===== src/source/mips_cfg.svh =====
`ifndef MIPS_CFG_SVH
`define MIPS_CFG_SVH

// unified memory depth in 32-bit words
`define MEM_WORDS 256

// datapath width
`define DATA_WIDTH 32

// architectural registers
`define REG_COUNT 32

`endif


===== src/source/mipsPkg.sv =====
`include "mips_cfg.svh"

package mipsPkg;

    typedef logic [`DATA_WIDTH-1:0] word_t;

    typedef enum logic [5:0] {
        OP_RTYPE = 6'h00,
        OP_J     = 6'h02,
        OP_JAL   = 6'h03,
        OP_BEQ   = 6'h04,
        OP_BNE   = 6'h05,
        OP_ADDI  = 6'h08,
        OP_LUI   = 6'h0F,
        OP_LW    = 6'h23,
        OP_SW    = 6'h2B
    } opcode_t;

    typedef enum logic [5:0] {
        FN_ADD = 6'h20,
        FN_SUB = 6'h22,
        FN_AND = 6'h24,
        FN_OR  = 6'h25,
        FN_SLT = 6'h2A
    } funct_t;

    typedef enum logic [3:0] {
        S_FETCH,
        S_DECODE,
        S_MEM_ADDR,
        S_MEM_READ,
        S_LOAD_WB,
        S_MEM_WRITE,
        S_EXEC,
        S_ALU_WB,
        S_IMM_EXEC,
        S_IMM_WB,
        S_BRANCH,
        S_JUMP
    } ctrlState_t;

    // what the controller asks for
    typedef enum logic [1:0] {
        ALU_ADD,
        ALU_SUB,
        ALU_FUNCT,
        ALU_LUI
    } aluClass_t;

    typedef enum logic [2:0] {
        AOP_ADD,
        AOP_SUB,
        AOP_AND,
        AOP_OR,
        AOP_SLT,
        AOP_LUI
    } aluOp_t;

endpackage


===== src/source/controlIf.sv =====
interface controlIf;
    // bit 0 branches on zero, bit 1 on nonzero
    logic [1:0] pcWriteCond;
    logic pcWrite;
    logic iorD;
    logic memWrite;
    logic irWrite;
    logic memToReg;
    logic [1:0] pcSource;
    mipsPkg::aluClass_t aluClass;
    logic aluSrcA;
    logic [1:0] aluSrcB;
    logic regWrite;
    logic regDst;
    logic link;

    modport ctrl (
        output pcWriteCond, pcWrite, iorD, memWrite, irWrite, memToReg,
        output pcSource, aluClass, aluSrcA, aluSrcB, regWrite, regDst, link
    );

    modport dp (
        input pcWriteCond, pcWrite, iorD, memWrite, irWrite, memToReg,
        input pcSource, aluClass, aluSrcA, aluSrcB, regWrite, regDst, link
    );
endinterface


===== src/source/alu.sv =====
module alu (
    input mipsPkg::aluClass_t aluClass,
    input mipsPkg::funct_t funct,
    input mipsPkg::word_t a,
    input mipsPkg::word_t b,
    output mipsPkg::word_t result,
    output logic zero
);
    mipsPkg::aluOp_t aluOp;

    // class from controller, funct only matters for r-type
    always_comb begin
        case (aluClass)
            mipsPkg::ALU_SUB: aluOp = mipsPkg::AOP_SUB;
            mipsPkg::ALU_LUI: aluOp = mipsPkg::AOP_LUI;
            mipsPkg::ALU_FUNCT: begin
                case (funct)
                    mipsPkg::FN_SUB: aluOp = mipsPkg::AOP_SUB;
                    mipsPkg::FN_AND: aluOp = mipsPkg::AOP_AND;
                    mipsPkg::FN_OR: aluOp = mipsPkg::AOP_OR;
                    mipsPkg::FN_SLT: aluOp = mipsPkg::AOP_SLT;
                    default: aluOp = mipsPkg::AOP_ADD;
                endcase
            end
            default: aluOp = mipsPkg::AOP_ADD;
        endcase
    end

    always_comb begin
        case (aluOp)
            mipsPkg::AOP_SUB: result = a - b;
            mipsPkg::AOP_AND: result = a & b;
            mipsPkg::AOP_OR: result = a | b;
            mipsPkg::AOP_SLT: result = mipsPkg::word_t'($signed(a) < $signed(b));
            // upper half from the low half of b
            mipsPkg::AOP_LUI: result = {b[15:0], 16'h0000};
            default: result = a + b;
        endcase
    end

    assign zero = (result == '0);
endmodule


===== src/source/datapath.sv =====
`include "mips_cfg.svh"

module datapath (
    input logic clk,
    input logic rst,
    controlIf.dp dp,
    output mipsPkg::word_t memAddress,
    output mipsPkg::word_t memWriteData,
    input mipsPkg::word_t memReadData,
    output mipsPkg::opcode_t opcode,
    output mipsPkg::funct_t funct,
    output mipsPkg::word_t instruction,
    output mipsPkg::word_t pcOut,
    input logic [$clog2(`REG_COUNT)-1:0] debugRegister,
    output mipsPkg::word_t debugData
);
    mipsPkg::word_t pc, ir, mdr, regA, regB, aluOut;
    mipsPkg::word_t readData1, readData2;
    mipsPkg::word_t aluA, aluB, aluResult, nextPc;
    mipsPkg::word_t signExtImm, shiftedImm, jumpAddress, writeData;
    logic [$clog2(`REG_COUNT)-1:0] writeRegister;
    logic aluZero;
    logic pcEnable;

    assign pcEnable = dp.pcWrite || (dp.pcWriteCond[0] && aluZero)
        || (dp.pcWriteCond[1] && !aluZero);

    always_ff @(posedge clk) begin
        if (rst) begin
            pc <= '0;
            ir <= '0;
        end else begin
            if (pcEnable) begin
                pc <= nextPc;
            end
            if (dp.irWrite) begin
                ir <= memReadData;
            end
        end
    end

    // latched every cycle, ir holds them stable per instruction
    always_ff @(posedge clk) begin
        mdr <= memReadData;
        regA <= readData1;
        regB <= readData2;
        aluOut <= aluResult;
    end

    assign signExtImm = {{(`DATA_WIDTH-16){ir[15]}}, ir[15:0]};
    assign shiftedImm = signExtImm << 2;
    assign jumpAddress = {pc[31:28], ir[25:0], 2'b00};

    assign aluA = dp.aluSrcA ? regA : pc;

    always_comb begin
        case (dp.aluSrcB)
            2'd0: aluB = regB;
            2'd1: aluB = mipsPkg::word_t'(4);
            2'd2: aluB = signExtImm;
            default: aluB = shiftedImm;
        endcase
    end

    always_comb begin
        case (dp.pcSource)
            2'd1: nextPc = aluOut;
            2'd2: nextPc = jumpAddress;
            default: nextPc = aluResult;
        endcase
    end

    // r31 and the return pc for jal
    assign writeRegister = dp.link ? 5'd31 : (dp.regDst ? ir[15:11] : ir[20:16]);
    assign writeData = dp.link ? pc : (dp.memToReg ? mdr : aluOut);

    registerFile regFile (
        .clk(clk),
        .rst(rst),
        .readRegister1(ir[25:21]),
        .readRegister2(ir[20:16]),
        .writeRegister(writeRegister),
        .writeData(writeData),
        .writeEnable(dp.regWrite),
        .readData1(readData1),
        .readData2(readData2),
        .debugRegister(debugRegister),
        .debugData(debugData)
    );

    alu mainAlu (
        .aluClass(dp.aluClass),
        .funct(funct),
        .a(aluA),
        .b(aluB),
        .result(aluResult),
        .zero(aluZero)
    );

    assign memAddress = dp.iorD ? aluOut : pc;
    assign memWriteData = regB;
    assign opcode = mipsPkg::opcode_t'(ir[31:26]);
    assign funct = mipsPkg::funct_t'(ir[5:0]);
    assign instruction = ir;
    assign pcOut = pc;
endmodule


===== src/source/registerFile.sv =====
`include "mips_cfg.svh"

module registerFile (
    input logic clk,
    input logic rst,
    input logic [$clog2(`REG_COUNT)-1:0] readRegister1,
    input logic [$clog2(`REG_COUNT)-1:0] readRegister2,
    input logic [$clog2(`REG_COUNT)-1:0] writeRegister,
    input mipsPkg::word_t writeData,
    input logic writeEnable,
    output mipsPkg::word_t readData1,
    output mipsPkg::word_t readData2,
    input logic [$clog2(`REG_COUNT)-1:0] debugRegister,
    output mipsPkg::word_t debugData
);
    mipsPkg::word_t regs [`REG_COUNT];

    always_ff @(posedge clk) begin
        if (rst) begin
            for (int i = 0; i < `REG_COUNT; i++) begin
                regs[i] <= '0;
            end
        end else if (writeEnable && writeRegister != '0) begin
            regs[writeRegister] <= writeData;
        end
    end

    // r0 hardwired to zero
    assign readData1 = (readRegister1 == '0) ? '0 : regs[readRegister1];
    assign readData2 = (readRegister2 == '0) ? '0 : regs[readRegister2];
    assign debugData = (debugRegister == '0) ? '0 : regs[debugRegister];
endmodule


===== src/flat_wrapper.sv =====
// flat-port wrapper written by rule: the top's interface ports become plain ports
module datapath_flat 
  (clk, rst, memAddress, memWriteData, memReadData, opcode, funct, instruction, pcOut, debugRegister, debugData, dp_pcWriteCond, dp_pcWrite, dp_iorD, dp_memWrite, dp_irWrite, dp_memToReg, dp_pcSource, dp_aluClass, dp_aluSrcA, dp_aluSrcB, dp_regWrite, dp_regDst, dp_link);
  controlIf dp_i ();
  input logic clk;
  input logic rst;
  output mipsPkg::word_t memAddress;
  output mipsPkg::word_t memWriteData;
  input mipsPkg::word_t memReadData;
  output mipsPkg::opcode_t opcode;
  output mipsPkg::funct_t funct;
  output mipsPkg::word_t instruction;
  output mipsPkg::word_t pcOut;
  input logic [$clog2(`REG_COUNT)-1:0] debugRegister;
  output mipsPkg::word_t debugData;
  input wire logic [$bits(dp_i.pcWriteCond)-1:0] dp_pcWriteCond;
  input wire logic [$bits(dp_i.pcWrite)-1:0] dp_pcWrite;
  input wire logic [$bits(dp_i.iorD)-1:0] dp_iorD;
  input wire logic [$bits(dp_i.memWrite)-1:0] dp_memWrite;
  input wire logic [$bits(dp_i.irWrite)-1:0] dp_irWrite;
  input wire logic [$bits(dp_i.memToReg)-1:0] dp_memToReg;
  input wire logic [$bits(dp_i.pcSource)-1:0] dp_pcSource;
  input wire logic [$bits(dp_i.aluClass)-1:0] dp_aluClass;
  input wire logic [$bits(dp_i.aluSrcA)-1:0] dp_aluSrcA;
  input wire logic [$bits(dp_i.aluSrcB)-1:0] dp_aluSrcB;
  input wire logic [$bits(dp_i.regWrite)-1:0] dp_regWrite;
  input wire logic [$bits(dp_i.regDst)-1:0] dp_regDst;
  input wire logic [$bits(dp_i.link)-1:0] dp_link;
  assign dp_i.pcWriteCond = dp_pcWriteCond;
  assign dp_i.pcWrite = dp_pcWrite;
  assign dp_i.iorD = dp_iorD;
  assign dp_i.memWrite = dp_memWrite;
  assign dp_i.irWrite = dp_irWrite;
  assign dp_i.memToReg = dp_memToReg;
  assign dp_i.pcSource = dp_pcSource;
  assign dp_i.aluClass = dp_aluClass;
  assign dp_i.aluSrcA = dp_aluSrcA;
  assign dp_i.aluSrcB = dp_aluSrcB;
  assign dp_i.regWrite = dp_regWrite;
  assign dp_i.regDst = dp_regDst;
  assign dp_i.link = dp_link;
  datapath u_core (.clk(clk), .rst(rst), .dp(dp_i), .memAddress(memAddress), .memWriteData(memWriteData), .memReadData(memReadData), .opcode(opcode), .funct(funct), .instruction(instruction), .pcOut(pcOut), .debugRegister(debugRegister), .debugData(debugData));
endmodule

===== config.mk =====
export PLATFORM = sky130hd
export DESIGN_NAME = datapath_flat
export DESIGN_NICKNAME = d
export VERILOG_FILES = /design/src/source/mipsPkg.sv /design/src/source/controlIf.sv /design/src/source/alu.sv /design/src/source/datapath.sv /design/src/source/registerFile.sv /design/src/flat_wrapper.sv
export VERILOG_INCLUDE_DIRS = /design/src /design/src/source
export SDC_FILE = /design/constraint.sdc
export NUM_CORES = 2
export LEC_CHECK = 0
export BUFFER_PORTS_ARGS = -buffer_cell sky130_fd_sc_hd__buf_2
export CAP_MARGIN = 40
export CORE_MARGIN = 1
export CORE_UTILIZATION = 60
export CTS_CLUSTER_DIAMETER = 80
export CTS_CLUSTER_SIZE = 20
export DETAILED_ROUTE_END_ITERATION = 12
export PLACE_DENSITY = 0.75
export SKIP_LAST_GASP = 1
export SYNTH_ARGS = -nofsm -noshare
export SYNTH_HDL_FRONTEND = slang
export SYNTH_SLANG_ARGS = --single-unit

===== constraint.sdc =====
create_clock -name clk -period 22.2 [get_ports clk]
set_input_delay 4.44 -clock clk [delete_from_list [all_inputs] [get_ports clk]]
set_output_delay 4.44 -clock clk [all_outputs]
set_load 0.02 [all_outputs]

---- Yosys cells after proc, flatten, opt, wreduce, memory -nomap -nowiden ----
Memory sizes are Yosys's and may differ from the RTL's. A register that Yosys moved wholly into a read port is not among the register bits.
Index checks and enable logic that the tools add are counted.
word-level totals
  bits in registers ....................... 128
  memory bits (writable) .................. 1024
  input port bits ......................... 56
  output and inout bits ................... 172
  word-level logic and storage cells ...... 62
  memories kept ........................... 1
cells by class
  $add $sub $neg .......................... 2
  order comparisons ....................... 1
  equal/unequal tests ..................... 16
  muxes and demuxes ....................... 20
  bitwise logic cells ..................... 3
  reductions and logical operators ........ 14
memories
  memory               depth  width  rd ports  clocked after Yosys merged registers in  write ports  line                text
  u_core.regFile.regs  32     32     3         2                                        32           registerFile.sv:16  mipsPkg::word_t regs [`REG_COUNT];
operators with widths
  kind                                           count
  two-way mux 32 bit                             6
  one-hot mux 32 bit (5 select lines)            1
  one-hot mux 32 bit (3 select lines)            1
  one-hot mux 32 bit (2 select lines)            1
  adder 32 bit                                   1
  bitwise AND 32 bit                             1
  zero test 32 bit                               1
  < comparator 32 bit                            1
  OR 32 bit                                      1
  OR reduction 32 bit                            1
  subtractor 32 bit                              1
  == test 6 bit, second input constant           4
  zero test 5 bit                                3
  two-way mux 5 bit                              3
  one-hot mux 3 bit (4 select lines)             1
  one-hot mux 3 bit (3 select lines)             1
  == test 2 bit, second input constant           4
  == test 2 x 1 -> 1 bit, second input constant  3
  == test 3 x 2 -> 1 bit, second input constant  2
  == test 3 bit, second input constant           2
  two-way mux 1 bit                              6
  nonzero test 5 bit                             1
  == test 3 x 1 -> 1 bit, second input constant  1
  logical AND 1 bit                              3
  5 further kinds                                6

---- Depth between registers and ports, before layout ----
  word-level depth ........................ 10
  mapped depth ............................ 23

---- Hierarchy ----
A second synthesis with hierarchy kept.
unflattened totals
  cells, all modules ...................... 5798
  area total of the unflattened synthesis .. 75630.0 µm²
by module, submodules not included
  module        instances  cells each  area each (µm²)
  registerFile  1          4255        62645.1
  datapath      1          690         7447.1
  alu           1          853         5537.8

---- Worst setup path after synthesis ----
OpenSTA, ideal clock, no wires.
  path kind ............................... input-to-output
  start point ............................. in debugRegister[0]
  end point ............................... out debugData[10]
  arrival time ............................ 6.876 ns
  setup slack ............................. 10.884 ns
  cell stages on the path ................. 7
  cells stage by stage .................... clkbuf_1 clkbuf_1 buf_1 mux4_2 mux4_2 mux2i_1 nor2_1
on the way
  longest elaborated chain between the ends .. 2
  elaborated cells between the ends (all ways) .. 3
ends and longest elaborated chain
  what                                                          line                text
  start, declared                                               flat_wrapper.sv:14  input logic [$clog2(`REG_COUNT)-1:0] debugRegister;
  memory read (32 x 32 bit) or zero test 5 bit (tied branches)  -
  two-way mux 32 bit (*)                                        registerFile.sv:31  assign debugData = (debugRegister == '0) ? '0 : regs[debugRegister];
  end, declared                                                 flat_wrapper.sv:15  output mipsPkg::word_t debugData;
Every way passes the cells marked *; elsewhere a longest branch is shown, timed or not.

---- Worst setup path after layout ----
  start point ............................. in debugRegister[1]
  end point ............................... out debugData[3]
The elaborated chain is that of the path after synthesis.

==> flow_summary_export.csv <==
group,metric,value,unit
critical_path,critical_path_class,"input port to primary output",
critical_path,r2r-start,"u_core.instruction[15]",
cts,clock-sinks,1216,
cts,clk_path_buf_depth,3,
place,place.port_buffers,226,
yosys,synth_edf_count,1024,
cells_and_area,syn2layout_area_growth,7.402,%
cts,cts_buffers,75,
hold_path,hold_class,"register to register",
floorplanning,rows,127,
yosys,synth_top_area_share,42.04,%
power_and_ir_drop,power_density,73.52,nW/µm²
floorplanning,dieArea,123300,µm²
floorplanning,initial_core_util,60.73,%
yosys,syn_avg_cell_area,12.95,µm²
drt,wl_met1,88980,µm
critical_path,max_stage_delay,810,ps
sta,slew-limit-headroom,26.49,%
yosys,synthArstFlopShare,0,%
drt,wl_met3,53150,µm
power_and_ir_drop,p_leak,0.02719,µW
drt,routed.top_layer,"met5",
drt,wl,290800,µm
sta,rsz0062_at_grt,"no",
cells_and_area,fin_area,78560,µm²
sta,fmax,76.50,MHz
yosys,synth-seq-cells,1216,
drt,vias_per_cell,7.970,
yosys,netlist_area,73140,µm²
cts,root_buffer,"clkbuf_16",
global_route,gr-total-overflow,0,
cts,cts_setup_buffers,0,
sta,worstMarginPinSlew,1103,ps
drt,dr_wl_met2,121100,µm
sta,fin_crit_sh,58.88,%
yosys,yosys_warnings,0,
drt,final_antenna_net_count,0,
sta,hold_violations,0,
critical_path,cp_slowest_cell,"buf_4",
floorplanning,core_area,120400,µm²
drt,wl_per_cell,40.10,µm
yosys,synth_top_area_cell,"edfxtp_1",
drt,drc_errors,2,
critical_path,rr_endpoint,"u_core.pcOut[15]",
floorplanning,fp.dieH,351.2,µm
critical_path,cp.arrival,8630,ps
floorplanning,die_w,351.2,µm
critical_path,reg2reg_setup_slack,15050,ps
cells_and_area,fillers,8805,
place,place_area,76260,µm²
cts,ctsHtreeMaxLevel,3,
critical_path,reg2reg_depth,15,
drt,dr.pass1.iters,12,
sta,setup_viol,0,
sta,drv_slew,0,
global_route,grt_pass1_vias,54627,
yosys,yosys-top-cells-area,"edfxtp_1 (42%), mux4_2 (25%), nor2_1 (6.4%)",
yosys,ys_seq_area_share,47.29,%
critical_path,crit_end,"debugData[3]",
cts,clk_pin_slew,80,ps
outcome,failed_checks,"design-rule violations",
global_route,grt_pass1_wl,401800,µm
sta,period_needed,13070,ps
yosys,synth_ff_type,"edfxtp_1",
cells_and_area,finalNetCount,5737,
cts,holdBufCountCts,0,
yosys,ys_types,95,
critical_path,startpoint,"debugRegister[1]",
cts,clock_latency,720,ps
critical_path,endpoint_kind,"primary output",
global_route,grt_max_degree,117,
sta,timing.hold.ws,521.2,ps
global_route,antenna_found_initial,26,
run,max_cap_viol_count,0,
cells_and_area,drive_above_1_share,28.69,%
outcome,outcome,"finished with violations",
yosys,synth_cells,5647,
power_and_ir_drop,power,5776,µW
critical_path,path_cells,"buf_8 > buf_4 > buf_4 > mux4_2 > mux4_2 > mux2i_1 > nor2_1 > buf_2",
critical_path,cp.required,17760,ps
drt,drt_iter0_drc,11498,
sta,fin_skew,61.27,ps
yosys,synth.most_common_cell,"nor2_1",
cts,cts-resized-gates,0,
cts,cts_tree,"yes",
place,gp_congestion,1.059,
drt,vias,57802,
cells_and_area,finalCoreUtilization,65.22,%
critical_path,cp_max_fo,77,
floorplanning,ios,228,
power_and_ir_drop,vdd_drop_max,0.07207,mV
sta,tns,0,ps
global_route,track_usage,47.10,%
yosys,ys_top_cells_by_count,"nor2_1 (1,247), edfxtp_1 (1,024), mux4_2 (802), clkbuf_1 (455), mux2i_1 (278)",
critical_path,start_kind,"input port",
place,dp_hpwl,180700,µm
routing by layer:
layer | vias up | track usage, %
met2 | 6392 | 66.57
met3 | 1545 | 19.47
met5 | - | 0
met4 | 16 | 34.54
li1 | 21750 | -
met1 | 28099 | 58.27
placed cells by master (no fill, tap or decap), types with 18 or more instances in the layout:
cell type  instances
o22ai_1           73
a22o_1            25
edfxtp_1        1024
dfxtp_1          182
nor3_1            54
o221ai_1          46
nor4_1            18
clkbuf_16         76
ha_1              98
a221oi_1          73
a31oi_1           24
o211ai_1          33
buf_2            225
a21oi_2           32
o21ai_0           82
a21o_1            35
nand2_1           88
buf_4            172
clkbuf_1          31
a211oi_1          23
a21oi_1          141
nand2_2           55
nor2_1          1244
mux2_2           141
conb_1            32
mux4_2           802
inv_1            129
mux2i_1          278
a211o_1           31
nor2b_1           18
metrics by stage:
stage               setup slack (ps)  cells
finish                          9129   7252
global route                    9234   7244
CTS                             9418   7240
detailed placement              9412   7115
global placement                9020   7090
floorplan                      10880   5678
area by class of cell:
| class | count | area (µm²) | share of cell area [%] |
|---|---|---|---|
| diodes | 10 | 25.02 | 0.03185 |
| clock buffers | 109 | 2046 | 2.604 |
| clock inverters | 16 | 210.2 | 0.2676 |
| inverters | 131 | 491.7 | 0.6259 |
| multi-input cells | 3738 | 36260 | 46.16 |
| flip-flops and latches | 1216 | 34630 | 44.08 |
| well taps | 1612 | 2017 | 2.567 |
| repair buffers | 420 | 2875 | 3.660 |
worst max-delay path, delay by kind of cell:
family                 cells  cell delay [ps]
buffers and inverters      4             2250
multiplexers               3             1540
AND/OR/NAND/NOR            1              260
flip-flops by register name, indices dropped and copies added, names as in the netlist:
| register | cells |
|---|---|
| u_core.pcOut | 32 |
| u_core.instruction | 32 |
| u_core.mdr | 32 |
| u_core.aluOut | 32 |
| u_core.memWriteData | 32 |
| u_core.regFile.regs | 1024 |
| u_core.regA | 32 |
logic make-up (layout without fill, tap and decap cells):
kind of cell / after synthesis / in the layout / share of synthesized area, %
xor+xnor: 5 / 5 / 0.05988
fa+ha+maj: 99 / 99 / 1.704
mux: 1221 / 1221 / 30.67
other cells: 1 / 42 / 0.005127
buf+inv: 724 / 676 / 3.825
compound gates: 766 / 766 / 7.374
simple gates: 1615 / 1615 / 9.068
flops: 1216 / 1216 / 47.29
where the power goes:
group	switching, µW	internal (µW)
combinational	1000	528
clock	814	664
sequential	171	2600
total	1990	3790
worst min path at each step:
| stage | startpoint | end | slack [ps] | depth (start not counted) |
|---|---|---|---|---|
| final | u_core.instruction[31] | u_core.instruction[31] | 520 | 2 |
| after CTS | u_core.instruction[31] | u_core.instruction[31] | 530 | 2 |
| after floorplan | u_core.pcOut[11] | u_core.pcOut[11] | 560 | 2 |
| after detailed placement | u_core.instruction[27] | u_core.instruction[27] | 500 | 2 |
| after global placement | u_core.instruction[31] | u_core.instruction[31] | 490 | 2 |
| after global routing | u_core.instruction[31] | u_core.instruction[31] | 570 | 2 |
No activity file was read; power rests on OpenSTA's default activity.
