<file path="config.mk">
export PLATFORM = sky130hd
export DESIGN_NAME = mainControl_flat
export DESIGN_NICKNAME = d
export VERILOG_FILES = /design/src/source/mipsPkg.sv /design/src/source/controlIf.sv /design/src/source/mainControl.sv /design/src/flat_wrapper.sv
export VERILOG_INCLUDE_DIRS = /design/src /design/src/source
export SDC_FILE = /design/constraint.sdc
export NUM_CORES = 1
export LEC_CHECK = 0
export BUFFER_PORTS_ARGS = -buffer_cell sky130_fd_sc_hd__buf_4
export CORE_MARGIN = 4
export CORE_UTILIZATION = 46
export CTS_BUF_LIST = sky130_fd_sc_hd__clkbuf_2 sky130_fd_sc_hd__clkbuf_4 sky130_fd_sc_hd__clkbuf_8
export CTS_CLUSTER_DIAMETER = 40
export CTS_CLUSTER_SIZE = 16
export DETAILED_ROUTE_END_ITERATION = 12
export GPL_TIMING_DRIVEN = 0
export HOLD_SLACK_MARGIN = 0.15
export PLACE_DENSITY = 0.79
export SETUP_SLACK_MARGIN = 0.1
export SLEW_MARGIN = 20
export SYNTH_ARGS = -nofsm -noshare
export SYNTH_HDL_FRONTEND = slang
export SYNTH_SLANG_ARGS = --single-unit
</file>
<file path="constraint.sdc">
create_clock -name clk -period 3.15 [get_ports clk]
set_input_delay 0.945 -clock clk [delete_from_list [all_inputs] [get_ports clk]]
set_output_delay 0.945 -clock clk [all_outputs]
set_load 0.005 [all_outputs]
</file>
<file path="src/source/mips_cfg.svh">
`ifndef MIPS_CFG_SVH
`define MIPS_CFG_SVH

// unified memory depth in 32-bit words
`define MEM_WORDS 256

// datapath width
`define DATA_WIDTH 32

// architectural registers
`define REG_COUNT 32

`endif

</file>
<file path="src/source/mipsPkg.sv">
`include "mips_cfg.svh"

package mipsPkg;

    typedef logic [`DATA_WIDTH-1:0] word_t;

    typedef enum logic [5:0] {
        OP_RTYPE = 6'h00,
        OP_J     = 6'h02,
        OP_JAL   = 6'h03,
        OP_BEQ   = 6'h04,
        OP_BNE   = 6'h05,
        OP_ADDI  = 6'h08,
        OP_LUI   = 6'h0F,
        OP_LW    = 6'h23,
        OP_SW    = 6'h2B
    } opcode_t;

    typedef enum logic [5:0] {
        FN_ADD = 6'h20,
        FN_SUB = 6'h22,
        FN_AND = 6'h24,
        FN_OR  = 6'h25,
        FN_SLT = 6'h2A
    } funct_t;

    typedef enum logic [3:0] {
        S_FETCH,
        S_DECODE,
        S_MEM_ADDR,
        S_MEM_READ,
        S_LOAD_WB,
        S_MEM_WRITE,
        S_EXEC,
        S_ALU_WB,
        S_IMM_EXEC,
        S_IMM_WB,
        S_BRANCH,
        S_JUMP
    } ctrlState_t;

    // what the controller asks for
    typedef enum logic [1:0] {
        ALU_ADD,
        ALU_SUB,
        ALU_FUNCT,
        ALU_LUI
    } aluClass_t;

    typedef enum logic [2:0] {
        AOP_ADD,
        AOP_SUB,
        AOP_AND,
        AOP_OR,
        AOP_SLT,
        AOP_LUI
    } aluOp_t;

endpackage

</file>
<file path="src/source/controlIf.sv">
interface controlIf;
    // bit 0 branches on zero, bit 1 on nonzero
    logic [1:0] pcWriteCond;
    logic pcWrite;
    logic iorD;
    logic memWrite;
    logic irWrite;
    logic memToReg;
    logic [1:0] pcSource;
    mipsPkg::aluClass_t aluClass;
    logic aluSrcA;
    logic [1:0] aluSrcB;
    logic regWrite;
    logic regDst;
    logic link;

    modport ctrl (
        output pcWriteCond, pcWrite, iorD, memWrite, irWrite, memToReg,
        output pcSource, aluClass, aluSrcA, aluSrcB, regWrite, regDst, link
    );

    modport dp (
        input pcWriteCond, pcWrite, iorD, memWrite, irWrite, memToReg,
        input pcSource, aluClass, aluSrcA, aluSrcB, regWrite, regDst, link
    );
endinterface

</file>
<file path="src/source/mainControl.sv">
module mainControl (
    input logic clk,
    input logic rst,
    input mipsPkg::opcode_t opcode,
    input mipsPkg::funct_t funct,
    controlIf.ctrl ctrl
);
    mipsPkg::ctrlState_t state;
    mipsPkg::ctrlState_t nextState;

    always_ff @(posedge clk) begin
        if (rst) begin
            state <= mipsPkg::S_FETCH;
        end else begin
            state <= nextState;
        end
    end

    always_comb begin
        nextState = mipsPkg::S_FETCH;
        case (state)
            mipsPkg::S_FETCH: nextState = mipsPkg::S_DECODE;
            mipsPkg::S_DECODE: begin
                case (opcode)
                    mipsPkg::OP_LW, mipsPkg::OP_SW: nextState = mipsPkg::S_MEM_ADDR;
                    mipsPkg::OP_ADDI, mipsPkg::OP_LUI: nextState = mipsPkg::S_IMM_EXEC;
                    mipsPkg::OP_BEQ, mipsPkg::OP_BNE: nextState = mipsPkg::S_BRANCH;
                    mipsPkg::OP_J, mipsPkg::OP_JAL: nextState = mipsPkg::S_JUMP;
                    mipsPkg::OP_RTYPE: begin
                        // unsupported funct codes fall back to fetch like a nop
                        case (funct)
                            mipsPkg::FN_ADD, mipsPkg::FN_SUB, mipsPkg::FN_AND,
                            mipsPkg::FN_OR, mipsPkg::FN_SLT: nextState = mipsPkg::S_EXEC;
                            default: nextState = mipsPkg::S_FETCH;
                        endcase
                    end
                    default: nextState = mipsPkg::S_FETCH;
                endcase
            end
            mipsPkg::S_MEM_ADDR: begin
                if (opcode == mipsPkg::OP_LW) begin
                    nextState = mipsPkg::S_MEM_READ;
                end else begin
                    nextState = mipsPkg::S_MEM_WRITE;
                end
            end
            mipsPkg::S_MEM_READ: nextState = mipsPkg::S_LOAD_WB;
            mipsPkg::S_EXEC: nextState = mipsPkg::S_ALU_WB;
            mipsPkg::S_IMM_EXEC: nextState = mipsPkg::S_IMM_WB;
            default: nextState = mipsPkg::S_FETCH;
        endcase
    end

    always_comb begin
        ctrl.pcWrite = 1'b0;
        ctrl.pcWriteCond = 2'b00;
        ctrl.iorD = 1'b0;
        ctrl.memWrite = 1'b0;
        ctrl.irWrite = 1'b0;
        ctrl.memToReg = 1'b0;
        ctrl.pcSource = 2'd0;
        ctrl.aluClass = mipsPkg::ALU_ADD;
        ctrl.aluSrcA = 1'b0;
        ctrl.aluSrcB = 2'd0;
        ctrl.regWrite = 1'b0;
        ctrl.regDst = 1'b0;
        ctrl.link = 1'b0;
        case (state)
            mipsPkg::S_FETCH: begin
                // pc + 4, held off until reset is released
                ctrl.irWrite = !rst;
                ctrl.pcWrite = !rst;
                ctrl.aluSrcB = 2'd1;
            end
            mipsPkg::S_DECODE: begin
                // branch target into alu-out
                ctrl.aluSrcB = 2'd3;
            end
            mipsPkg::S_MEM_ADDR, mipsPkg::S_MEM_READ: begin
                ctrl.aluSrcA = 1'b1;
                ctrl.aluSrcB = 2'd2;
                ctrl.iorD = (state == mipsPkg::S_MEM_READ);
            end
            mipsPkg::S_MEM_WRITE: begin
                ctrl.aluSrcA = 1'b1;
                ctrl.aluSrcB = 2'd2;
                ctrl.iorD = 1'b1;
                ctrl.memWrite = 1'b1;
            end
            mipsPkg::S_LOAD_WB: begin
                ctrl.memToReg = 1'b1;
                ctrl.regWrite = 1'b1;
            end
            mipsPkg::S_EXEC: begin
                ctrl.aluSrcA = 1'b1;
                ctrl.aluClass = mipsPkg::ALU_FUNCT;
            end
            mipsPkg::S_ALU_WB: begin
                ctrl.regDst = 1'b1;
                ctrl.regWrite = 1'b1;
            end
            mipsPkg::S_IMM_EXEC: begin
                ctrl.aluSrcA = 1'b1;
                ctrl.aluSrcB = 2'd2;
                if (opcode == mipsPkg::OP_LUI) begin
                    ctrl.aluClass = mipsPkg::ALU_LUI;
                end
            end
            mipsPkg::S_IMM_WB: ctrl.regWrite = 1'b1;
            mipsPkg::S_BRANCH: begin
                ctrl.aluSrcA = 1'b1;
                ctrl.aluClass = mipsPkg::ALU_SUB;
                ctrl.pcSource = 2'd1;
                ctrl.pcWriteCond = (opcode == mipsPkg::OP_BNE) ? 2'b10 : 2'b01;
            end
            mipsPkg::S_JUMP: begin
                ctrl.pcWrite = 1'b1;
                ctrl.pcSource = 2'd2;
                // jal saves the already incremented pc in r31
                ctrl.regWrite = (opcode == mipsPkg::OP_JAL);
                ctrl.link = (opcode == mipsPkg::OP_JAL);
            end
            default: ;
        endcase
    end
endmodule

</file>
<file path="src/flat_wrapper.sv">
// flat-port wrapper written by rule: the top's interface ports become plain ports
module mainControl_flat 
  (clk, rst, opcode, funct, ctrl_pcWriteCond, ctrl_pcWrite, ctrl_iorD, ctrl_memWrite, ctrl_irWrite, ctrl_memToReg, ctrl_pcSource, ctrl_aluClass, ctrl_aluSrcA, ctrl_aluSrcB, ctrl_regWrite, ctrl_regDst, ctrl_link);
  controlIf ctrl_i ();
  input logic clk;
  input logic rst;
  input mipsPkg::opcode_t opcode;
  input mipsPkg::funct_t funct;
  output wire logic [$bits(ctrl_i.pcWriteCond)-1:0] ctrl_pcWriteCond;
  output wire logic [$bits(ctrl_i.pcWrite)-1:0] ctrl_pcWrite;
  output wire logic [$bits(ctrl_i.iorD)-1:0] ctrl_iorD;
  output wire logic [$bits(ctrl_i.memWrite)-1:0] ctrl_memWrite;
  output wire logic [$bits(ctrl_i.irWrite)-1:0] ctrl_irWrite;
  output wire logic [$bits(ctrl_i.memToReg)-1:0] ctrl_memToReg;
  output wire logic [$bits(ctrl_i.pcSource)-1:0] ctrl_pcSource;
  output wire logic [$bits(ctrl_i.aluClass)-1:0] ctrl_aluClass;
  output wire logic [$bits(ctrl_i.aluSrcA)-1:0] ctrl_aluSrcA;
  output wire logic [$bits(ctrl_i.aluSrcB)-1:0] ctrl_aluSrcB;
  output wire logic [$bits(ctrl_i.regWrite)-1:0] ctrl_regWrite;
  output wire logic [$bits(ctrl_i.regDst)-1:0] ctrl_regDst;
  output wire logic [$bits(ctrl_i.link)-1:0] ctrl_link;
  assign ctrl_pcWriteCond = ctrl_i.pcWriteCond;
  assign ctrl_pcWrite = ctrl_i.pcWrite;
  assign ctrl_iorD = ctrl_i.iorD;
  assign ctrl_memWrite = ctrl_i.memWrite;
  assign ctrl_irWrite = ctrl_i.irWrite;
  assign ctrl_memToReg = ctrl_i.memToReg;
  assign ctrl_pcSource = ctrl_i.pcSource;
  assign ctrl_aluClass = ctrl_i.aluClass;
  assign ctrl_aluSrcA = ctrl_i.aluSrcA;
  assign ctrl_aluSrcB = ctrl_i.aluSrcB;
  assign ctrl_regWrite = ctrl_i.regWrite;
  assign ctrl_regDst = ctrl_i.regDst;
  assign ctrl_link = ctrl_i.link;
  mainControl u_core (.clk(clk), .rst(rst), .opcode(opcode), .funct(funct), .ctrl(ctrl_i));
endmodule
</file>
### Yosys cells after proc, flatten, opt, wreduce, memory -nomap -nowiden

Cells that the tools add are included.

| cells by class | value |
|---|---|
| eq/ne operators | 24 |
| mux-type cells | 19 |
| reductions and logical operators | 12 |

Operator list:

| operator | number |
|---|---|
| $eq A6 B6 Y1 const B | 7 |
| $pmux W4 S6 | 1 |
| $pmux W4 S5 | 1 |
| $eq A4 B3 Y1 const B | 4 |
| $eq A4 B4 Y1 const B | 4 |
| $eq A6 B2 Y1 const B | 2 |
| $eq A6 B3 Y1 const B | 2 |
| $eq A6 B4 Y1 const B | 2 |
| $pmux W2 S3 | 2 |
| $reduce_or A2 Y1 | 5 |
| $eq A4 B2 Y1 const B | 2 |
| $logic_not A6 Y1 | 1 |
| $mux W1 | 6 |
| $mux W2 | 3 |
| $mux W3 | 2 |
| $pmux W1 S2 | 3 |
| $reduce_or A6 Y1 | 1 |
| $reduce_or A5 Y1 | 1 |
| $eq A4 B1 Y1 const B | 1 |
| $logic_not A4 Y1 | 1 |
| $pmux W2 S2 | 1 |
| $reduce_or A4 Y1 | 1 |
| $reduce_or A3 Y1 | 1 |
| $logic_not A1 Y1 | 1 |

| word-level totals | value |
|---|---|
| register bits after elaboration | 4 |
| bits of input ports | 14 |

### Longest topological paths before layout

Gate-level depths: netlist of run 1.

| logic depth | value |
|---|---|
| word-level depth | 5 |
| depth in mapped cells | 5 |
| depth with buffers taken out | 4 |

### Worst setup path after synthesis of run 1

No wires, ideal clock.

| timing path | value |
|---|---|
| path kind | input to output |
| start point | input opcode[2] |
| end point | output ctrl_regWrite |
| arrival time | 1,956 ps |
| setup slack | 249 ps |
| stages | 5 |
| cells stage by stage | buf_6 -> or2_4 -> or4_4 -> o21ai_2 -> o2bb2ai_1 |

| between the ends | value |
|---|---|
| cells in the longest elaborated chain, start to end | 2 |

Ends and longest elaborated chain:

| item | RTL line | text |
|---|---|---|
| start: declaration | flat_wrapper.sv:7 | `input mipsPkg::opcode_t opcode;` |
| $eq A6 B2 Y1 | mainControl.sv:120 | `ctrl.regWrite = (opcode == mipsPkg::OP_JAL);` |
| $pmux W1 S2 | mainControl.sv:68 | `case (state)` |
| end: declaration | flat_wrapper.sv:19 | `output wire logic [$bits(ctrl_i.regWrite)-1:0] ctrl_regWrite;` |

Every way passes these cells.

### Final worst setup path of run 1

| timing path | value |
|---|---|
| start point | input opcode[3] |
| end point | output ctrl_regWrite |

Same word-level chain as after synthesis.

==> results.md, run 1 <==
* Outcome: finished, final reports clean
* Placement row count at 13
* Hold-fix buffers, CTS at 0
* Warnings from Yosys at 0
* Die Area at about 2100 µm²
* Switching fraction of total power at about 29%
* Global-route wire length before repair at approximately 2800 µm
* TritonCTS clock tree: built
* Maximum resistive drop on vdd at 139.6 µV
* Input/output buffers at 29
* WP data required at about 2200 ps
* Effective utilization at floorplan at 49.48%
* Most used standard cells in the synthesized netlist: sky130_fd_sc_hd__nor2_1, sky130_fd_sc_hd__nand2b_1, sky130_fd_sc_hd__a21oi_1, sky130_fd_sc_hd__nand2_1
* Post-synth EDFFs at 0
* Power density of the placed cells at about 200 nW/µm²
* Total cell area at the placement stage at 888.4 µm²
* Category of the worst setup path capture point: output port
* Chip height at roughly 46 µm
* Area growth from synthesis to final layout at 40.69%
* DRC violations left at 0
* Design internal power at approximately 130 µW
* Half-perimeter wire length after placement at 1457 µm
* Clock latency of the later-clocked register in the worst-skew pair at roughly 240 ps
* Number of antenna diodes at 0
* Avg Cell Area, Syn at just under 7 µm²
* Final design area excluding fillers at just over 900 µm²
* Proportion of netlist area held by the largest area contributor at between 10% and 20%
* Count of buffers added by post-CTS timing repair for setup at 0
* GP Congestion at between 0.8 and 0.9
* Clock Skew at approximately 2.8 ps
* Final setup margin at 23.26 ps
* Vias per cell at roughly 5.6
* Number of nets with antenna violations after detailed routing at 0
* Global-route usage over all layers at between 10% and 20%
* Total gr overflow at 0
* Combinational share of power at ~36%
* Total count of hold-check failures in the final report at 0
* Fraction of layout cells with a size suffix above 1 at between 30% and 40%
* Clock-pin slew on the worst setup and hold paths at 40 ps
* Average routed wire per standard cell at 12.93 µm
* Share of power burned in the clock network at a little over a third
* Standard cell core area at around 1300 µm²
* Depth of the CTS H-tree at 1
* Setup TNS at 0 ps
* Syn Inst Count at 94
* Fraction of registers with async set/reset at 0%
* First-pass detailed-route iteration total at 4
* Largest registers in the final layout: u_core.state (4)
* Critical path, cell by cell: buf_4 -> or2_4 -> or4_4 -> o21ai_2 -> o2bb2ai_2 -> buf_4
* Top cell type by total area after synthesis: sky130_fd_sc_hd__dfxtp_1
* Synthesized Nets at about 110
* Max-Slew Margin vs Limit at 68.98%
* Transition at the pin with the smallest max-transition slack at about 470 ps
* Number of maximum-capacitance violations at 0
* Library cell used as clock root buffer: sky130_fd_sc_hd__clkbuf_4
* Clock Sink Count at 4
* Startpoint type of the worst setup path: input port
* Most common cell type on the critical path: sky130_fd_sc_hd__buf_4
* Seq/Total Area, Yosys at about 12%
* Period minus WS final at around 3100 ps
* DP Worst Slack at roughly 84 ps
* Top achievable clock speed at 0.3198 GHz
* Switching power of the nets at between 50 and 60 µW
* Leakage Power at 0.0004196 µW
* Total clock buffers created by CTS at 3
* Via count of the first global-routing pass at a little under 700
* Final period util at ~99%
* Type of the worst setup path: input port to output port
* Cell with the largest stage delay on the worst path: sky130_fd_sc_hd__or4_4
* Nets@finish at ~140
* Max reg flops at 4
* Setup repair after global routing missed its margin: true
* Sequential cell fraction of total power at slightly below 30%
* Cell with the most instances after synthesis: sky130_fd_sc_hd__nor2_1
* Largest fanout of any net on the critical path at 8
* Total setup violations reported at the end of the flow at 0
* Via count of the routed design at approximately 800
* Stage delay of the slowest cell on the critical path at 430 ps
* Hold Path Class: register to register
* Post-synthesis sequential element count at 4
* Number of violations reported at the end of detailed-routing iteration 0 at 17
* Top cells by area in the synthesized netlist: sky130_fd_sc_hd__dfxtp_1, sky130_fd_sc_hd__nand2b_1, sky130_fd_sc_hd__nor2_1
* Aggregate routed wire length at 1823 µm
* Synth Cell Area at roughly 650 µm²
* Largest register by flop count: u_core.state
* Maximum number of pins on one net before global-route repair at 11
* Fin. max-slew vios at 0
* Horizontal die dimension at about 46 µm
* Main synth FF type: sky130_fd_sc_hd__dfxtp_1
* Library cells used by synthesis at between 40 and 50
* Top Ports at 31
* Initial antenna violation count at 0
* Number of filler instances in the final layout at around 120
* Maximum number of buffers from clock root to sink at 2
* Arr. time, crit path at around 2200 ps
## what timing repair did
item | in CTS | in global routing
pin swaps | 0 | 1
resized for setup | 0 | 1
setup endpoints to repair | 1 | 2
## cells in the final DEF (no fill, tap or decap), types with 4 or more instances in the layout
cell type,Yosys,final
sky130_fd_sc_hd__a21oi_1,6,6
sky130_fd_sc_hd__buf_4,3,32
sky130_fd_sc_hd__dfxtp_1,4,4
sky130_fd_sc_hd__nand2_1,6,6
sky130_fd_sc_hd__nand2b_1,8,8
sky130_fd_sc_hd__nor2_1,11,11
sky130_fd_sc_hd__nor2b_1,4,4
sky130_fd_sc_hd__nor3_1,4,4
## worst max-delay path, delay by kind of cell
kind	cells	cell delay [ps]
buffers and inverters	2	260
AOI/OAI and AO/OA	2	310
and+or+nand+nor	2	660
## power by group through the flow
stage	registers (µW)	logic [µW]	clock network, µW
3_5_place_dp	53.4	63.2	0
3_3_place_gp	53.3	61.6	0
2_1_floorplan	53.2	34.0	0
5_1_grt	52.7	70.1	66.1
6_report	52.6	63.9	63.6
4_1_cts	52.6	63.4	64.3
## layout make-up
type,instances,area (µm²),share of cell area [%]
multi-input combinational,83,531.8,57.98
timing repair buffer,29,217.7,23.74
sequential,4,80.08,8.731
buffer,6,42.54,4.638
clock buffer,3,22.52,2.456
tap,15,18.77,2.046
inverter,1,3.754,0.4093
## through the flow
stage / std cells / total power [µW] / hold WS, ps / utilization, %
after global placement: 138 / 114.9 / 546.0 / 67.43
final: 141 / 180.1 / 540.0 / 69.61
after detailed placement: 138 / 116.6 / 549.2 / 67.43
after CTS: 141 / 180.3 / 549.4 / 69.14
after floorplan: 94 / 87.19 / 516.3 / -
after global routing: 141 / 189.0 / 571.3 / 69.61
## layer usage
metal	GRT usage [%]	wire length [µm]	vias to the layer above
li1	-	-	409
met1	22.35	761	348
met2	32.03	893	33
met3	1.976	154	3
met4	5.263	12	0
met5	0	0	-
## path summary, 6_finish.rpt
| check | startpoint | endpoint | slack [ps] | cells past startpoint |
|---|---|---|---|---|
| max | opcode[3] | ctrl_regWrite | 20 | 6 |
| min | u_core.state[2] | u_core.state[3] | 540 | 2 |
| max reg2reg | u_core.state[2] | u_core.state[0] | 1730 | 5 |
| min reg2reg | u_core.state[2] | u_core.state[3] | 540 | 2 |
## cell families after synthesis
logic type                Yosys count  synth area share [%]
AOI/OAI and AO/OA                  26                 28.60
muxes                               1                 1.536
xor gates and xnor gates            2                 2.688
buffers and inverters               7                 7.100
and+or+nand+nor                    54                 47.79
DFF                                 4                 12.28
Note: power is estimated with default switching activity, not from simulation.
==> inputs of run 2 (changes only) <==
--- a/config.mk
+++ b/config.mk
@@ -7,15 +7,16 @@
 export NUM_CORES = 1
 export LEC_CHECK = 0
 export BUFFER_PORTS_ARGS = -buffer_cell sky130_fd_sc_hd__buf_4
+export CORE_ASPECT_RATIO = 1.1
 export CORE_MARGIN = 4
-export CORE_UTILIZATION = 46
+export CORE_UTILIZATION = 43
 export CTS_BUF_LIST = sky130_fd_sc_hd__clkbuf_2 sky130_fd_sc_hd__clkbuf_4 sky130_fd_sc_hd__clkbuf_8
 export CTS_CLUSTER_DIAMETER = 40
 export CTS_CLUSTER_SIZE = 16
 export DETAILED_ROUTE_END_ITERATION = 12
 export GPL_TIMING_DRIVEN = 0
 export HOLD_SLACK_MARGIN = 0.15
-export PLACE_DENSITY = 0.79
+export PLACE_DENSITY = 0.75
 export SETUP_SLACK_MARGIN = 0.1
 export SLEW_MARGIN = 20
 export SYNTH_ARGS = -nofsm -noshare
==> constraint.sdc (replaced) <==
create_clock -name clk -period 3.4 [get_ports clk]
set_input_delay 1.02 -clock clk [delete_from_list [all_inputs] [get_ports clk]]
set_output_delay 1.02 -clock clk [all_outputs]
set_load 0.005 [all_outputs]
==> run 2 against run 1 <==
  * Die area rose by 5.8%
  * Highest routed layer is now met3
  * Non-clock buffer count stayed put
  * Combinational power is 9.1% lower
==> results.md, run 2 (same netlist as run 1, synthesis figures left out) <==
* Outcome: finished, final reports clean (unchanged)
* Source of the critical timing path: opcode[3] (unchanged)
* Total gr overflow at 0 (unchanged)
* Transition at the pin with the smallest max-transition slack at 415.9 ps (was 465.2 ps)
* First-pass detailed-route iteration total at 3 (was 4)
* Chip height at 48.84 µm (was 45.65 µm)
* Number of gates resized after CTS at 0 (unchanged)
* Via count of the first global-routing pass at 701 (was 685)
* Vias per cell at 5.493 (was 5.624)
* Number of filler instances in the final layout at 151 (was 122)
* TritonCTS clock tree: built (unchanged)
* Initial antenna violation count at 0 (unchanged)
* Design internal power at 117.7 µW (was 127.2 µW)
* Total setup violations reported at the end of the flow at 0 (unchanged)
* Effective utilization at floorplan at 46.52% (was 49.48%)
* Largest fanout of any net on the critical path at 8 (unchanged)
* Number of violations reported at the end of detailed-routing iteration 0 at 11 (was 17)
* Sequential cell fraction of total power at 29.3% (was 29.2%)
* FF-to-FF End: u_core.state[0] (unchanged)
* Most common cell type on the critical path: sky130_fd_sc_hd__buf_4 (unchanged)
* WP data required at 2380 ps (was 2200 ps)
* Leakage Power at 0.0004168 µW (was 0.0004196 µW)
* Maximum resistive drop on vdd at 179.1 µV (was 139.6 µV)
* Number of cells traversed by the worst register-to-register path at 5 (unchanged)
* Placement row count at 14 (was 13)
* Total clock buffers created by CTS at 3 (unchanged)
* Average routed wire per standard cell at 12.12 µm (was 12.93 µm)
* Maximum number of buffers from clock root to sink at 2 (unchanged)
* DP Worst Slack at 181.9 ps (was 83.78 ps)
* Library cell used as clock root buffer: sky130_fd_sc_hd__clkbuf_4 (unchanged)
* Number of maximum-capacitance violations at 0 (unchanged)
* Input/output buffers at 29 (unchanged)
* Total cell area at the placement stage at 889.6 µm² (was 888.4 µm²)
* Setup TNS at 0 ps (unchanged)
* Period minus WS final at about 3200 ps
* Register-to-register path setup slack at 2010 ps (was 1730 ps)
* Largest register by flop count: u_core.state (unchanged)
* Most frequent cells in the layout: sky130_fd_sc_hd__buf_4, sky130_fd_sc_hd__nor2_1, sky130_fd_sc_hd__nand2b_1 (unchanged)
* Final period util at a little over nine tenths
* Clock-pin slew on the worst setup and hold paths at 40 ps (about the same)
* Switching power of the nets at 48.33 µW (was 52.92 µW)
* Hold Path Class: register to register (unchanged)
* Setup repair after global routing missed its margin: false (was true)
* Arr. time, crit path at 2190 ps (was 2180 ps)
* Final setup margin at 190.7 ps (was 23.26 ps)
* Clock Sink Count at 4 (unchanged)
* Type of the worst setup path: input port to output port (unchanged)
* Clock Skew at 5.019 ps (was 2.798 ps)
* Aggregate routed wire length at 1721 µm (was 1823 µm)
* Cell with the largest stage delay on the worst path: sky130_fd_sc_hd__or4_4 (unchanged)
* Global-route wire length before repair at 2939 µm (was 2842 µm)
* Combinational share of power at 35.0% (was 35.5%)
* Fin. max-slew vios at 0 (unchanged)
* Global-route usage over all layers at 16.86% (was 18.02%)
* Standard cell core area at 1401 µm² (was 1318 µm²)
* Stage delay of the slowest cell on the critical path at 420 ps (was 430 ps)
* Via count of the routed design at 780 (was 793)
* Worst hold path depth at 2 (unchanged)
* Power density of the placed cells at 182.1 nW/µm² (was 196.4 nW/µm²)
* Startpoint type of the worst setup path: input port (unchanged)
* Depth of the CTS H-tree at 1 (unchanged)
* Sequential cell area at 80.08 µm² (unchanged)
* Max reg flops at 4 (unchanged)
* Largest registers in the final layout: u_core.state (4) (unchanged)
* Area growth from synthesis to final layout at 39.92% (was 40.69%)
* Hold-fix buffers, CTS at 0 (unchanged)
* Buf/Inv on CP at 2 (unchanged)
* Final design area excluding fillers at 912.1 µm² (was 917.1 µm²)
* Number of antenna diodes at 0 (unchanged)
* Critical path, cell by cell: buf_4 -> or2_4 -> or4_4 -> o21ai_2 -> o2bb2ai_1 -> buf_4 (was buf_4 -> or2_4 -> or4_4 -> o21ai_2 -> o2bb2ai_2 -> buf_4)
* DRC violations left at 0 (unchanged)
* Top achievable clock speed at 0.3116 GHz
* Count of buffers added by post-CTS timing repair for setup at 0 (unchanged)
* Worst Hold Margin at 556.3 ps (was 540.0 ps)
* Number of nets with antenna violations after detailed routing at 0 (unchanged)
* Max-Slew Margin vs Limit at 72.02% (was 68.98%)
* Share of power burned in the clock network at 35.8% (was 35.3%)
* Top Ports at 31 (unchanged)
* Most common cell after layout, fill and taps aside: sky130_fd_sc_hd__buf_4 (unchanged)
* Area of the multi-input gates at 525.5 µm² (was 531.8 µm²)
* Nets@finish at 142 (unchanged)
* Fraction of layout cells with a size suffix above 1 at 34.92% (was 35.71%)
* Crit-path leading delay family: simple AND/OR/NAND/NOR gates (unchanged)
* WHS Endpoint: u_core.state[3] (unchanged)
* Category of the worst setup path capture point: output port (unchanged)
* Half-perimeter wire length after placement at 1433 µm (was 1457 µm)
* Worst Min Path Start: u_core.state[2] (unchanged)
* GP Congestion at 0.8346 (was 0.8188)
* Clock latency of the later-clocked register in the worst-skew pair at 230 ps (was 240 ps)
* Total count of hold-check failures in the final report at 0 (unchanged)
* Switching fraction of total power at 29.10% (was 29.39%)
* Horizontal die dimension at 45.13 µm (was 45.65 µm)
* Final Non-Filler Cells at 142 (was 141)
* DP Cell Count at 139 (was 138)
* Startpoint of the worst register-to-register path: u_core.state[2] (unchanged)
* Maximum number of pins on one net before global-route repair at 11 (unchanged)
* Die Area at 2204 µm² (was 2083 µm²)
## run 2: metrics by stage
stage | utilization, % | power, µW
after floorplan | - | 80.77
after global placement | 63.48 | 106.5
after detailed placement | 63.48 | 107.6
after CTS | 65.09 | 169.2
after global routing | 65.09 | 182.1
final | 65.09 | 166.1
## run 2: power by group through the flow
| stage | Combinational (µW) | Clock [µW] | Sequential, µW |
|---|---|---|---|
| finish | 58.1 | 59.4 | 48.6 |
| global route | 64.4 | 68.9 | 48.8 |
| CTS | 58.4 | 62.2 | 48.6 |
| detailed placement | 58.2 | 0 | 49.4 |
| global placement | 57.1 | 0 | 49.3 |
| floorplan | 31.5 | 0 | 49.3 |
## run 2: cell type report
class	instances	area share [%]
Multi-Input combinational cell	83	57.61
Timing Repair Buffer	29	23.87
Sequential cell	4	8.779
Buffer	6	4.664
Clock buffer	3	2.469
Tap cell	16	2.195
Inverter	1	0.4115
## run 2: tightest hold or removal path: stages, from the launching register on
cell and delay [ps]:
sky130_fd_sc_hd__dfxtp_1 310, sky130_fd_sc_hd__or2_1 140, sky130_fd_sc_hd__a211oi_1 50
## run 2: metal layers
layer	GRT usage, %	share of wire, %	up-vias
li1	-	-	409
met1	20.75	42	344
met2	29.01	49	27
met3	4.059	8.3	0
met4	2.927	0	0
met5	0	0	-
## run 2: worst max path at each step
stage | slack (ps) | cells past startpoint | end
after global routing | 110 | 6 | ctrl_regWrite
after global placement | 190 | 6 | ctrl_regWrite
final | 190 | 6 | ctrl_regWrite
after floorplan | 350 | 5 | ctrl_regWrite
after CTS | 180 | 6 | ctrl_regWrite
after detailed placement | 180 | 6 | ctrl_regWrite
